File: src/nes_input_params.svh
`ifndef NES_INPUT_PARAMS_SVH
`define NES_INPUT_PARAMS_SVH

// serial report shifted out per controller port
`define NES_REPORT_BITS 24

// multitap signature bytes, sent as the third byte of each report
`define NES_SIG_PORT1 8'h08
`define NES_SIG_PORT2 8'h04

// sent in place of absent pads and signatures
`define NES_FILL_BYTE 8'hFF

// core stays in reset this many unpaused cycles after a download ends
`define NES_DL_RESET_CYCLES 255
`define NES_DL_CNT_BITS 8

`endif

File: src/nes_input_pkg.sv
`default_nettype none

package nes_input_pkg;

  // one controller, in NES read order from bit 0 (a) to bit 7 (right)
  typedef struct packed {
    logic right;
    logic left;
    logic down;
    logic up;
    logic start;
    logic select;
    logic b;
    logic a;
  } pad_buttons_t;

  // one port's serial report, bit 0 goes out first
  typedef logic [23:0] pad_report_t;

  // post-download countdown
  typedef logic [7:0] dl_count_t;

  // console port clocks, bit 0 is port 1
  typedef logic [1:0] port_strobe_t;

endpackage

`default_nettype wire

File: src/pad_report_builder.sv
`default_nettype none

`include "nes_input_params.svh"

module pad_report_builder (
  input  wire                          clk_ppu_21_47,
  input  wire                          reset_nes,
  input  wire nes_input_pkg::pad_buttons_t pad1,
  input  wire nes_input_pkg::pad_buttons_t pad2,
  input  wire nes_input_pkg::pad_buttons_t pad3,
  input  wire nes_input_pkg::pad_buttons_t pad4,
  input  wire                          multitap_enabled,
  output nes_input_pkg::pad_report_t   report_p1,
  output nes_input_pkg::pad_report_t   report_p2
);

  nes_input_pkg::pad_report_t next_p1;
  nes_input_pkg::pad_report_t next_p2;

  // own pad in the low byte, then either the multitap pad and
  // signature or two fill bytes
  function automatic nes_input_pkg::pad_report_t build_report(
    input nes_input_pkg::pad_buttons_t main_pad,
    input nes_input_pkg::pad_buttons_t tap_pad,
    input logic [7:0]                  signature,
    input logic                        tap_on
  );
    nes_input_pkg::pad_report_t rep;
    if (tap_on) begin
      rep = {signature, tap_pad, main_pad};
    end else begin
      rep = {`NES_FILL_BYTE, `NES_FILL_BYTE, main_pad};
    end
    return rep;
  endfunction

  always_comb begin
    next_p1 = build_report(pad1, pad3, `NES_SIG_PORT1, multitap_enabled);
    next_p2 = build_report(pad2, pad4, `NES_SIG_PORT2, multitap_enabled);
  end

  // registered copy, one cycle behind the pads
  always_ff @(posedge clk_ppu_21_47) begin
    if (reset_nes) begin
      report_p1 <= {`NES_REPORT_BITS{1'b1}};
      report_p2 <= {`NES_REPORT_BITS{1'b1}};
    end else begin
      report_p1 <= next_p1;
      report_p2 <= next_p2;
    end
  end

endmodule

`default_nettype wire

File: src/pad_shift_port.sv
`default_nettype none

module pad_shift_port (
  input  wire                             clk_ppu_21_47,
  input  wire                             reset_nes,
  input  wire nes_input_pkg::pad_report_t report,
  input  wire                             strobe,
  input  wire                             port_clock,
  output logic                            data
);

  localparam int unsigned ReportBits = $bits(nes_input_pkg::pad_report_t);

  nes_input_pkg::pad_report_t shift_q;
  logic                       port_clock_q;
  logic                       clock_fall;

  // falling edge seen against last cycle's clock level
  assign clock_fall = port_clock_q & ~port_clock;

  always_ff @(posedge clk_ppu_21_47) begin
    if (reset_nes) begin
      shift_q      <= '0;
      port_clock_q <= 1'b0;
    end else begin
      port_clock_q <= port_clock;
      // shift takes priority over a load in the same cycle
      if (clock_fall) begin
        shift_q <= {1'b0, shift_q[ReportBits-1:1]};
      end else if (strobe) begin
        shift_q <= report;
      end
    end
  end

  assign data = shift_q[0];

  // console reads this pin directly
  a_data_known: assert property (
    @(posedge clk_ppu_21_47) disable iff (reset_nes)
    !$isunknown(data)
  );

endmodule

`default_nettype wire

File: src/core_reset_seq.sv
`default_nettype none

`include "nes_input_params.svh"

module core_reset_seq (
  input  wire  clk_ppu_21_47,
  input  wire  reset_nes,
  input  wire  download,
  input  wire  loader_busy,
  input  wire  loader_fail,
  input  wire  external_reset,
  output logic core_reset,
  output logic loader_reset
);

  typedef enum logic [1:0] {
    ST_WAIT_FIRST,
    ST_DOWNLOADING,
    ST_COUNTING,
    ST_RUNNING
  } seq_state_t;

  seq_state_t                state_q;
  seq_state_t                state_d;
  nes_input_pkg::dl_count_t  cnt_q;
  nes_input_pkg::dl_count_t  cnt_d;
  logic                      download_q;
  logic                      download_rise;

  assign download_rise = download & ~download_q;

  // countdown pauses while the loader is still busy
  always_comb begin
    cnt_d = cnt_q;
    if (download) begin
      cnt_d = nes_input_pkg::dl_count_t'(`NES_DL_RESET_CYCLES);
    end else if (!loader_busy && cnt_q != '0) begin
      cnt_d = cnt_q - nes_input_pkg::dl_count_t'(1);
    end
  end

  always_comb begin
    state_d = state_q;
    case (state_q)
      ST_WAIT_FIRST:  if (download) state_d = ST_DOWNLOADING;
      ST_DOWNLOADING: if (!download) state_d = ST_COUNTING;
      ST_COUNTING: begin
        if (download) begin
          state_d = ST_DOWNLOADING;
        end else if (cnt_d == '0) begin
          state_d = ST_RUNNING;
        end
      end
      ST_RUNNING:     if (download) state_d = ST_DOWNLOADING;
      default:        state_d = ST_WAIT_FIRST;
    endcase
  end

  always_ff @(posedge clk_ppu_21_47) begin
    if (reset_nes) begin
      state_q      <= ST_WAIT_FIRST;
      cnt_q        <= '0;
      download_q   <= 1'b0;
      loader_reset <= 1'b1;
    end else begin
      state_q      <= state_d;
      cnt_q        <= cnt_d;
      download_q   <= download;
      // loader restarts on each new download and idles in reset otherwise
      loader_reset <= (cnt_q == '0) | download_rise;
    end
  end

  // failures and the external request act in the same cycle
  assign core_reset = (cnt_q != '0) | (state_q == ST_WAIT_FIRST) |
                      loader_fail | external_reset;

  a_count_holds_reset: assert property (
    @(posedge clk_ppu_21_47) disable iff (reset_nes)
    (cnt_q != '0) |-> core_reset
  );

  a_download_holds_reset: assert property (
    @(posedge clk_ppu_21_47) disable iff (reset_nes)
    download |=> core_reset
  );

endmodule

`default_nettype wire

File: src/nes_input_top.sv
`default_nettype none

module nes_input_top (
  input  wire                               clk_ppu_21_47,
  input  wire                               reset_nes,
  input  wire nes_input_pkg::pad_buttons_t  pad1,
  input  wire nes_input_pkg::pad_buttons_t  pad2,
  input  wire nes_input_pkg::pad_buttons_t  pad3,
  input  wire nes_input_pkg::pad_buttons_t  pad4,
  input  wire                               multitap_enabled,
  input  wire                               strobe,
  input  wire nes_input_pkg::port_strobe_t  port_clock,
  output logic                              data_p1,
  output logic                              data_p2,
  input  wire                               download,
  input  wire                               loader_busy,
  input  wire                               loader_fail,
  input  wire                               external_reset,
  output logic                              core_reset,
  output logic                              loader_reset
);

  nes_input_pkg::pad_report_t report_p1;
  nes_input_pkg::pad_report_t report_p2;

  // stage 1, one report per port
  pad_report_builder u_report (
    .clk_ppu_21_47    (clk_ppu_21_47),
    .reset_nes        (reset_nes),
    .pad1             (pad1),
    .pad2             (pad2),
    .pad3             (pad3),
    .pad4             (pad4),
    .multitap_enabled (multitap_enabled),
    .report_p1        (report_p1),
    .report_p2        (report_p2)
  );

  // stage 2, strobe is shared, each port has its own clock
  pad_shift_port u_port1 (
    .clk_ppu_21_47 (clk_ppu_21_47),
    .reset_nes     (reset_nes),
    .report        (report_p1),
    .strobe        (strobe),
    .port_clock    (port_clock[0]),
    .data          (data_p1)
  );

  pad_shift_port u_port2 (
    .clk_ppu_21_47 (clk_ppu_21_47),
    .reset_nes     (reset_nes),
    .report        (report_p2),
    .strobe        (strobe),
    .port_clock    (port_clock[1]),
    .data          (data_p2)
  );

  core_reset_seq u_reset (
    .clk_ppu_21_47  (clk_ppu_21_47),
    .reset_nes      (reset_nes),
    .download       (download),
    .loader_busy    (loader_busy),
    .loader_fail    (loader_fail),
    .external_reset (external_reset),
    .core_reset     (core_reset),
    .loader_reset   (loader_reset)
  );

endmodule

`default_nettype wire

File: config.mk
export PLATFORM = sky130hd
export DESIGN_NAME = nes_input_top
export DESIGN_NICKNAME = d
export VERILOG_FILES = /design/src/nes_input_pkg.sv /design/src/pad_report_builder.sv /design/src/pad_shift_port.sv /design/src/core_reset_seq.sv /design/src/nes_input_top.sv
export VERILOG_INCLUDE_DIRS = /design/src
export SDC_FILE = /design/constraint.sdc
export NUM_CORES = 1
export LEC_CHECK = 0
export ABC_AREA = 1
export BUFFER_PORTS_ARGS = -buffer_cell sky130_fd_sc_hd__buf_2
export CORE_ASPECT_RATIO = 0.7
export CORE_MARGIN = 2
export CORE_UTILIZATION = 51
export DETAILED_ROUTE_END_ITERATION = 12
export HOLD_SLACK_MARGIN = 0.08
export PLACE_DENSITY = 0.85
export REMOVE_ABC_BUFFERS = 1
export SYNTH_ARGS = -nofsm -noshare
export SYNTH_HDL_FRONTEND = slang
export SYNTH_SLANG_ARGS = --single-unit
File: constraint.sdc
create_clock -name clk_ppu_21_47 -period 1.55 [get_ports clk_ppu_21_47]
set_input_delay 0 -clock clk_ppu_21_47 [delete_from_list [all_inputs] [get_ports clk_ppu_21_47]]
set_output_delay 0 -clock clk_ppu_21_47 [all_outputs]
set_load 0.02 [all_outputs]
==> flow_summary_export.csv, run 1 <==
group,metric,value,unit
timing,timing.hold.ws,0.0954,ns
place,io_buffers,45,
clock_tree,cts_tree,"done",
synth,ys_ff_latch,95,
synth,syn_area_per_cell,8.21,um^2
synth,synth_largest_area_cell,"dfxtp_1",
timing,worst_slew_pin_slew,0.608,ns
clock_tree,clk_latency,0.37,ns
clock_tree,cts_buffer_depth,2,
power,ir_drop,0.761,mV
power,power.density,1090,nW/um^2
detailed_routing,wl,8.59,mm
worst_setup_path,cp_top_family,"simple AND/OR/NAND/NOR gates",
synth,synthTopCellsByCount,"dfxtp_1, nand2_1, inv_1, o21ai_0, a21oi_1",
synth,ys_seq_area_share,51.4,%
worst_setup_path,startpoint_type,"register",
hold_path,hp-start,"reset_nes",
detailed_routing,routedWlPerCell,13.4,um
detailed_routing,antenna_left,0,
floorplanning,start_util,53.8,%
final_layout,nets,589,
synth,synth-simple-area-share,19.5,%
worst_setup_path,crit_path_end_kind,"register",
timing,finalMaxSlewViolations,0,
synth,synth_top_area_share,51.4,%
clock_tree,cts_buffers,9,
synth,synthFlopType,"dfxtp_1",
worst_setup_path,cp_cell_sequence,"nor2_4, buf_4, nand3_1, nand2_1, nand2_1, nand2_2, nand3_2, nor2_2, nand2_1, o21bai_2, nand3_1, nand2_1, nor2_1",
global_route,track_usage,22.6,%
timing,fmaxAchievable,580,MHz
place,post_dp_cell_area,4120,um^2
synth,synth_compound_gate_area_share,18.4,%
timing,rsz0062_at_grt,"true",
global_route,grt_overflow,0,
floorplanning,die_y,75.3,um
power,total_power,5.26,mW
clock_tree,h-tree-depth,3,
worst_setup_path,cp.required,1.81,ns
hold_path,hp-class,"primary input to register",
final_layout,drive_gt1_share,26.1,%
timing,slew_headroom,59.3,%
clock_tree,clk_pin_slew,0.09,ns
global_route,grt_pass1_vias,3119,
synth,ys_async_sr_fraction,0,%
clock_tree,cts_num_sinks,95,
run_status,violations,"negative setup slack",
worst_setup_path,slowest_delay,0.38,ns
worst_setup_path,path_class,"register to register",
flow_run,cap_violations,0,
detailed_routing,drc_errors,0,
clock_tree,cts_root_buf,"clkbuf_8",
synth,synth_mux_area_share,0,%
final_layout,areaGrowthSynthToFinish,29.7,%
detailed_routing,firstDrtPassIters,5,
power,p_leak,2.07,nW
worst_setup_path,crit_start,"u_reset.cnt_q[2]",
synth,yosysMostFrequentCell,"dfxtp_1",
synth,syn-instance-count,451,
detailed_routing,drt-vias-per-instance,5.15,
timing,skew,0.0106,ns
final_layout,diodes,0,
timing,setup_viol,2,
synth,synth_warnings,0,
worst_setup_path,crit_fanout,4,
place,dp_hpwl,4.81,mm
synth,yosys-top-cells-area,"dfxtp_1, nand2_1, a211oi_1",
synth,yosys.area_share.adder,1.69,%
synth,synthXorXnorAreaFrac,0.710,%
global_route,antenna_found_initial,0,
timing,finalCritPeriodShare,111,%
floorplanning,core_area,6880,um^2
run_status,status,"complete, but fails checks",
timing,setup_tns,-0.317,ns
synth,synth_edf_count,0,
worst_setup_path,crit_slowest_cell,"dfxtp_4",
final_layout,multi_input_area,1580,um^2
synth,synth.distinct_cells,31,
global_route,grt_start_max_net_pins,65,
global_route,grt_pass1_wl,14.2,mm
floorplanning,die_w,106,um
place,pre_cts_slack,-0.219,ns
worst_setup_path,cp_data_arrival_time,1.99,ns
detailed_routing,vias,3300,
timing,final_hold_viol_count,0,
timing,layout_setup_ws,-0.174,ns
worst_setup_path,critical_path_buf_inv_count,1,
timing,fin_crit,1.72,ns
detailed_routing,first_iter_violations,112,
floorplanning,dieArea,7970,um^2
worst_setup_path,crit_top_cell,"nand2_1",
synth,synth_top_family_by_area,"simple AND/OR/NAND/NOR gates",
final_layout,fin_area,4800,um^2
final_layout,seq_area,1910,um^2
floorplanning,row_count,25,
worst_setup_path,r2r-start,"u_reset.cnt_q[2]",
final_layout,fillCellCount,533,
synth,syn_area,3700,um^2
floorplanning,boundaryPins,46,
place,finalWeightedCongestion,0.854,
-- layer usage --
metal  GRT usage (%)  up-vias  part of all wire, %
li1                -     1656                    -
met4            8.19        0                  1.5
met3            5.28       15                  4.4
met1            26.6     1553                   43
met2            41.4       76                   51
met5               0        -                    0
-- flip-flops by register name (all words and copies together) (netlist names) --
signal                cells
u_port1.shift_q          24
u_report.report_p1       17
u_port1.port_clock_q      1
u_port2.shift_q          24
u_reset.cnt_q             8
u_reset.state_q           2
u_report.report_p2       16
u_port2.port_clock_q      1
u_reset.download_q        1
u_reset.loader_reset      1
-- cells by family after synthesis --
kind of cell             Yosys count
adder cells (fa/ha/maj)            5
XOR/XNOR                           3
AND/OR/NAND/NOR                  152
flip-flops                        95
AO/OA/AOI/OAI                    115
buffers and inverters             81
-- through the flow --
step           cells  util [%]
2_1_floorplan    426         -
3_3_place_gp     586      59.8
3_5_place_dp     586      59.8
4_1_cts          640      69.1
5_1_grt          641      69.7
6_report         641      69.7
-- report_power, final --
group	switching, mW	total (mW)	internal [mW]
registers	0.0911	2.71	2.62
logic	0.467	0.868	0.400
clock network	0.902	1.67	0.772
total	1.46	5.26	3.79
-- layout by cell type, fill, tap and decap left out, types with 10 or more instances in the layout --
master and n:
a211oi_1 26, a21oi_1 33, a31oi_1 13, buf_2 45
buf_4 23, dfxtp_1 91, dlygate4sd3_1 36, inv_1 45
nand2_1 65, nand3_1 10, nor2_1 20, o21ai_0 34
or2_1 15, or2_2 17
-- area by class of cell --
cell class / instances / share of cell area, %
Clock buffer: 10 / 2.66
Timing Repair Buffer: 105 / 16.2
Clock inverter: 6 / 1.54
Inverter: 56 / 4.48
Tap cell: 94 / 2.45
Sequential cell: 95 / 39.8
Multi-Input combinational cell: 275 / 32.8
-- final timing paths --
check | end | cells past startpoint | slack (ns)
setup / recovery | u_reset.state_q[0] | 13 | -0.17
hold reg to reg | u_reset.loader_reset | 1 | 0.43
setup reg to reg | u_reset.state_q[0] | 13 | -0.17
hold / removal | u_port2.port_clock_q | 3 | 0.1
-- worst register-to-register path, cell delays in order, from the launching register on --
cell      delay, ns
dfxtp_4        0.38
nor2_4         0.15
buf_4          0.12
nand3_1        0.08
nand2_1        0.10
nand2_1        0.08
nand2_2        0.07
nand3_2        0.08
nor2_2         0.13
nand2_1        0.08
o21bai_2       0.16
nand3_1        0.09
nand2_1        0.06
nor2_1         0.04
-- what timing repair did --
item | CTS | global route
setup buffers | 2 | 1
pin swaps | 11 | 9
endpoints found under the hold margin | 45 | 0
gates resized for setup | 19 | 12
endpoints found under the setup margin | 3 | 9
hold buffers | 36 | 0
No activity file was read; power rests on OpenSTA's default activity.
==> run 2, diff against run 1 <==
--- a/config.mk
+++ b/config.mk
@@ -11,9 +11,10 @@
 export CORE_ASPECT_RATIO = 0.7
 export CORE_MARGIN = 2
 export CORE_UTILIZATION = 51
+export CTS_CLUSTER_DIAMETER = 150
 export DETAILED_ROUTE_END_ITERATION = 12
 export HOLD_SLACK_MARGIN = 0.08
-export PLACE_DENSITY = 0.85
+export PLACE_DENSITY = 0.74
 export REMOVE_ABC_BUFFERS = 1
 export SYNTH_ARGS = -nofsm -noshare
 export SYNTH_HDL_FRONTEND = slang
==> run 2 against run 1 <==
Net effect: the flow still finishes with violations (negative setup slack); worst setup slack worse by 0.037 ns; clock skew is 0.0030 ns lower; clock power up 26%; cell area is 4.4% higher; register-to-register slack worse by 0.04 ns; sequential share of layout area down 1.8 points; via count fell by 0.76%; maximum frequency fell by 2.1%; routed wire length down 2.4%; power increased by 8.6%.
==> flow_summary_export.csv, run 2 (synthesized netlist as in run 1, its figures left out) <==
group,metric,value,unit
final_layout,fin_area,5010,um^2
detailed_routing,firstDrtPassIters,4,
clock_tree,cts_root_buf,"clkbuf_8",
floorplanning,die_y,75.3,um
timing,fmaxAchievable,568,MHz
timing,finalMaxSlewViolations,0,
global_route,grt_pass1_vias,3130,
global_route,track_usage,22.3,%
timing,skew,0.00757,ns
final_layout,drive_gt1_share,25.8,%
timing,setup_viol,4,
global_route,grt_pass1_wl,14.0,mm
global_route,grt_start_max_net_pins,54,
worst_setup_path,crit_path_end_kind,"register",
worst_setup_path,crit_top_cell,"nand2_1",
timing,finalCritPeriodShare,114,%
worst_setup_path,r2r_slack,-0.21,ns
floorplanning,boundaryPins,46,
final_layout,final_cell_mix,"dfxtp_1, nand2_1, inv_1",
timing,slew_headroom,69.5,%
worst_setup_path,r2r-start,"u_reset.cnt_q[1]",
hold_path,hp-start,"loader_busy",
power,total_power,5.71,mW
global_route,antenna_found_initial,0,
worst_setup_path,crit_fanout,3,
worst_setup_path,crit_slowest_cell,"dfxtp_2",
clock_tree,cts_tree,"done",
power,ir_drop,0.645,mV
detailed_routing,drt-vias-per-instance,4.98,
hold_path,hold_path_end,"u_reset.cnt_q[2]",
place,finalWeightedCongestion,0.801,
worst_setup_path,startpoint_type,"register",
floorplanning,start_util,53.8,%
run_status,violations,"negative setup slack",
worst_setup_path,timing.rr.end,"u_reset.state_q[0]",
final_layout,fin_util,72.8,%
detailed_routing,wl,8.38,mm
detailed_routing,vias,3275,
timing,fin_crit,1.76,ns
flow_run,cap_violations,0,
final_layout,diodes,0,
clock_tree,clk_pin_slew,0.08,ns
place,dp_hpwl,4.88,mm
clock_tree,h-tree-depth,3,
final_layout,nets,605,
worst_setup_path,cp.required,1.81,ns
place,post_dp_cell_area,4130,um^2
global_route,grt_overflow,0,
worst_setup_path,cp_data_arrival_time,2.02,ns
clock_tree,cts_buffers,9,
hold_path,hp-class,"primary input to register",
clock_tree,cts_num_sinks,95,
final_layout,areaGrowthSynthToFinish,35.3,%
power,power.density,1140,nW/um^2
timing,final_hold_viol_count,0,
final_layout,top_regs,"u_port1.shift_q (24), u_port2.shift_q (24), u_report.report_p1 (17)",
floorplanning,row_count,25,
worst_setup_path,rr_worst_depth,13,
hold_path,min_path_cells,5,
detailed_routing,antenna_left,0,
run_status,status,"complete, but fails checks",
floorplanning,die_w,106,um
detailed_routing,first_iter_violations,121,
worst_setup_path,crit_start,"u_reset.cnt_q[1]",
clock_tree,cts_buffer_depth,2,
detailed_routing,routedWlPerCell,12.8,um
place,io_buffers,45,
floorplanning,core_area,6880,um^2
worst_setup_path,slowest_delay,0.35,ns
clock_tree,clk_latency,0.36,ns
worst_setup_path,path_class,"register to register",
worst_setup_path,cp_cell_sequence,"buf_6, nor2_4, nand2_4, o21ai_2, nand2_1, nand2_1, nand3_2, nor2_1, nand2_1, o21bai_2, nand3_1, nand2_1, nor2_1",
timing,setup_tns,-0.489,ns
floorplanning,dieArea,7970,um^2
timing,rsz0062_at_grt,"true",
power,p_leak,2.17,nW
final_layout,final_common_cell,"dfxtp_1",
timing,layout_setup_ws,-0.211,ns
detailed_routing,drc_errors,0,
timing,worst_slew_pin_slew,0.456,ns
[run 2: cell count changes in the layout (fill, tap and decap cells not counted), sizes merged]
cell,delta
bufinv,+3
buf,+7
dlygate4sd3,+9
clkbuf,+1
inv,-4
[run 2: final cells by class]
type	count	area [um^2]
clock buffer	11	141
clock inverter	5	129
fill	534	1870
inverter	56	215
multi-input combinational	275	1580
sequential	95	1910
tap	94	118
timing repair buffer	121	925
[run 2: worst max-delay path: cells and delay by family, from the launching register on]
kind / cells / cell delay, ns
buf+inv: 1 / 0.12
flops: 1 / 0.35
simple gates: 10 / 0.91
compound gates: 2 / 0.27
[run 2: repair_timing]
item | CTS | global route
hold buffers | 45 | 0
resized for setup | 14 | 12
pin swaps | 12 | 14
endpoints found under the hold margin | 46 | 0
buffers inserted | 6 | 2
setup endpoints to repair | 2 | 4
[run 2: per-stage QoR]
step | hold WS [ns] | setup slack (ns) | cells
2_1_floorplan | 0.0691 | -0.0474 | 426
3_3_place_gp | 0.176 | -0.0716 | 588
3_5_place_dp | 0.179 | -0.203 | 588
4_1_cts | 0.0815 | -0.100 | 655
5_1_grt | 0.136 | -0.302 | 657
6_report | 0.0963 | -0.211 | 657
[run 2: worst max-delay path by stage]
stage | to | slack [ns] | cells after the start
6_report | u_reset.state_q[0] | -0.21 | 13
5_1_grt | u_reset.state_q[0] | -0.30 | 13
4_1_cts | u_reset.state_q[0] | -0.10 | 14
3_5_place_dp | u_reset.state_q[0] | -0.20 | 14
3_3_place_gp | u_reset.state_q[0] | -0.07 | 14
2_1_floorplan | u_reset.state_q[0] | -0.05 | 14
[run 2: power by group]
part	switching [mW]	internal [mW]
clock	0.823	1.28
combinational	0.469	0.428
sequential	0.0831	2.62
total	1.37	4.33
[run 2: per-layer routing]
| layer | track usage (%) | vias up | share of wire, % |
|---|---|---|---|
| li1 | - | 1688 | - |
| met1 | 27.8 | 1494 | 47 |
| met2 | 38.1 | 76 | 46 |
| met3 | 7.10 | 17 | 5.2 |
| met4 | 6.58 | 0 | 1.3 |
| met5 | 0 | - | 0 |
==> run 3, diff against run 2 <==
--- a/config.mk
+++ b/config.mk
@@ -15,6 +15,7 @@
 export DETAILED_ROUTE_END_ITERATION = 12
 export HOLD_SLACK_MARGIN = 0.08
 export PLACE_DENSITY = 0.74
+export RECOVER_POWER = 25
 export REMOVE_ABC_BUFFERS = 1
 export SYNTH_ARGS = -nofsm -noshare
 export SYNTH_HDL_FRONTEND = slang
==> run 3 against run 2 <==
Net effect: flip-flop and latch count is the same; non-clock buffer count did not move; maximum frequency increased by 1.0%; largest power group unchanged; global-route usage did not move; clock power is essentially flat; sequential share of layout area increased by 0.13 points; largest cell class unchanged; hold slack improved by 0.0011 ns; power about the same; the run still ends with negative setup slack left; cell area down 0.35%; register-to-register slack gained 0.02 ns; routed wire length hardly changed.
==> flow_summary_export.csv, run 3 (synthesized netlist as in run 1, its figures left out) <==
group,metric,value,unit
power,p_leak,2.15,nW
clock_tree,clk_latency,0.36,ns
floorplanning,die_y,75.3,um
hold_path,min_path_cells,5,
detailed_routing,wl,8.37,mm
detailed_routing,vias,3254,
timing,final_hold_viol_count,0,
timing,rsz0062_at_grt,"true",
worst_setup_path,cp_cell_sequence,"buf_6, nor2_4, nand2_4, o21ai_2, nand2_1, nand2_1, nand3_2, nor2_1, nand2_1, o21bai_2, nand3_1, nand2_1, nor2_1",
timing,fin_crit,1.74,ns
hold_path,hp-start,"loader_busy",
floorplanning,start_util,53.8,%
detailed_routing,routedWlPerCell,12.7,um
detailed_routing,first_iter_violations,111,
global_route,antenna_found_initial,0,
global_route,grt_overflow,0,
clock_tree,cts_num_sinks,95,
final_layout,final_cell_mix,"dfxtp_1, nand2_1, inv_1",
floorplanning,row_count,25,
worst_setup_path,r2r_slack,-0.19,ns
worst_setup_path,crit_fanout,3,
worst_setup_path,r2r-start,"u_reset.cnt_q[1]",
global_route,track_usage,22.3,%
worst_setup_path,cp_data_arrival_time,2.00,ns
power,ir_drop,0.644,mV
worst_setup_path,path_class,"register to register",
clock_tree,clk_pin_slew,0.08,ns
timing,layout_setup_ws,-0.193,ns
clock_tree,cts_root_buf,"clkbuf_8",
worst_setup_path,cp.required,1.81,ns
global_route,grt_start_max_net_pins,54,
place,dp_hpwl,4.88,mm
floorplanning,core_area,6880,um^2
place,io_buffers,45,
final_layout,fillCellCount,538,
timing,fmaxAchievable,574,MHz
flow_run,cap_violations,0,
place,placed_cells,588,
run_status,violations,"negative setup slack",
floorplanning,dieArea,7970,um^2
detailed_routing,antenna_left,0,
worst_setup_path,timing.rr.end,"u_reset.state_q[0]",
final_layout,nets,605,
floorplanning,die_w,106,um
clock_tree,cts_tree,"done",
worst_setup_path,startpoint_type,"register",
timing,setup_viol,4,
detailed_routing,firstDrtPassIters,4,
timing,slew_headroom,60.4,%
detailed_routing,drt-vias-per-instance,4.95,
hold_path,hold_path_end,"u_reset.cnt_q[2]",
timing,worst_slew_pin_slew,0.593,ns
power,power.density,1140,nW/um^2
timing,finalCritPeriodShare,112,%
run_status,status,"complete, but fails checks",
final_layout,final_common_cell,"dfxtp_1",
clock_tree,cts_buffers,9,
worst_setup_path,slowest_delay,0.35,ns
final_layout,layoutNonFillerInstCount,657,
final_layout,areaGrowthSynthToFinish,34.9,%
worst_setup_path,crit_path_end_kind,"register",
final_layout,diodes,0,
detailed_routing,drc_errors,0,
final_layout,drive_gt1_share,25.0,%
timing,finalMaxSlewViolations,0,
worst_setup_path,crit_top_cell,"nand2_1",
place,finalWeightedCongestion,0.801,
worst_setup_path,rr_worst_depth,13,
floorplanning,boundaryPins,46,
clock_tree,h-tree-depth,3,
final_layout,top_regs,"u_port1.shift_q (24), u_port2.shift_q (24), u_report.report_p1 (17)",
clock_tree,cts_buffer_depth,2,
final_layout,fin_area,4990,um^2
worst_setup_path,crit_slowest_cell,"dfxtp_2",
place,post_dp_cell_area,4130,um^2
power,total_power,5.70,mW
global_route,grt_pass1_wl,14.0,mm
timing,skew,0.00744,ns
global_route,grt_pass1_vias,3130,
hold_path,hp-class,"primary input to register",
[run 3: changes by cell type in the layout (fill, tap and decap cells not counted), sizes merged]
cell	delta
clkbuf	+5
buf	-5
[run 3: how the worst max path moves through the flow]
| stage | start | end | slack [ns] | cells past startpoint |
|---|---|---|---|---|
| floorplan | u_reset.cnt_q[0] | u_reset.state_q[0] | -0.05 | 14 |
| global placement | u_reset.cnt_q[0] | u_reset.state_q[0] | -0.07 | 14 |
| detailed placement | u_reset.cnt_q[0] | u_reset.state_q[0] | -0.20 | 14 |
| CTS | u_reset.cnt_q[0] | u_reset.state_q[0] | -0.10 | 14 |
| global route | u_reset.cnt_q[1] | u_reset.state_q[0] | -0.30 | 13 |
| finish | u_reset.cnt_q[1] | u_reset.state_q[0] | -0.19 | 13 |
[run 3: power by group]
| part | total, mW | switching (mW) | internal [mW] |
|---|---|---|---|
| Sequential | 2.71 | 0.0832 | 2.62 |
| Combinational | 0.890 | 0.468 | 0.423 |
| Clock | 2.11 | 0.825 | 1.28 |
| Total | 5.70 | 1.38 | 4.33 |
[run 3: timing repair]
item                       4_1_cts  5_1_grt
buffers inserted                 6        2
hold buffers                    45        0
hold endpoints to repair        46        0
pin swaps                       12       14
setup endpoints to repair        2        4
gates resized for setup         14       12
[run 3: area by class of cell]
| type | count | area [um^2] | share of cell area [%] |
|---|---|---|---|
| clock inverters | 5 | 129 | 2.58 |
| clock buffers | 11 | 141 | 2.83 |
| inverters | 56 | 215 | 4.31 |
| well taps | 94 | 118 | 2.36 |
| repair buffers | 121 | 907 | 18.2 |
| flip-flops and latches | 95 | 1910 | 38.2 |
| multi-input cells | 275 | 1580 | 31.6 |
[run 3: per-layer routing]
metal	track usage [%]	vias up	wire length, um
met1	27.8	1490	4020
met5	0	-	0
li1	-	1688	-
met3	7.10	16	361
met2	38.1	60	3870
met4	6.58	0	131
[run 3: per-stage QoR]
step	TNS (ns)	hold slack, ns	setup WS [ns]	util (%)
CTS	-0.179	0.0815	-0.100	72.0
detailed placement	-0.357	0.179	-0.203	60.0
floorplan	-0.0537	0.0691	-0.0474	-
finish	-0.451	0.0974	-0.193	72.5
global route	-0.842	0.136	-0.302	72.5
global placement	-0.115	0.176	-0.0716	60.0
[run 3: critical path, delay by kind of cell (launching register included)]
| kind | cells | cell delay [ns] |
|---|---|---|
| buffers and inverters | 1 | 0.12 |
| DFF | 1 | 0.35 |
| and+or+nand+nor | 10 | 0.90 |
| AOI/OAI and AO/OA | 2 | 0.27 |
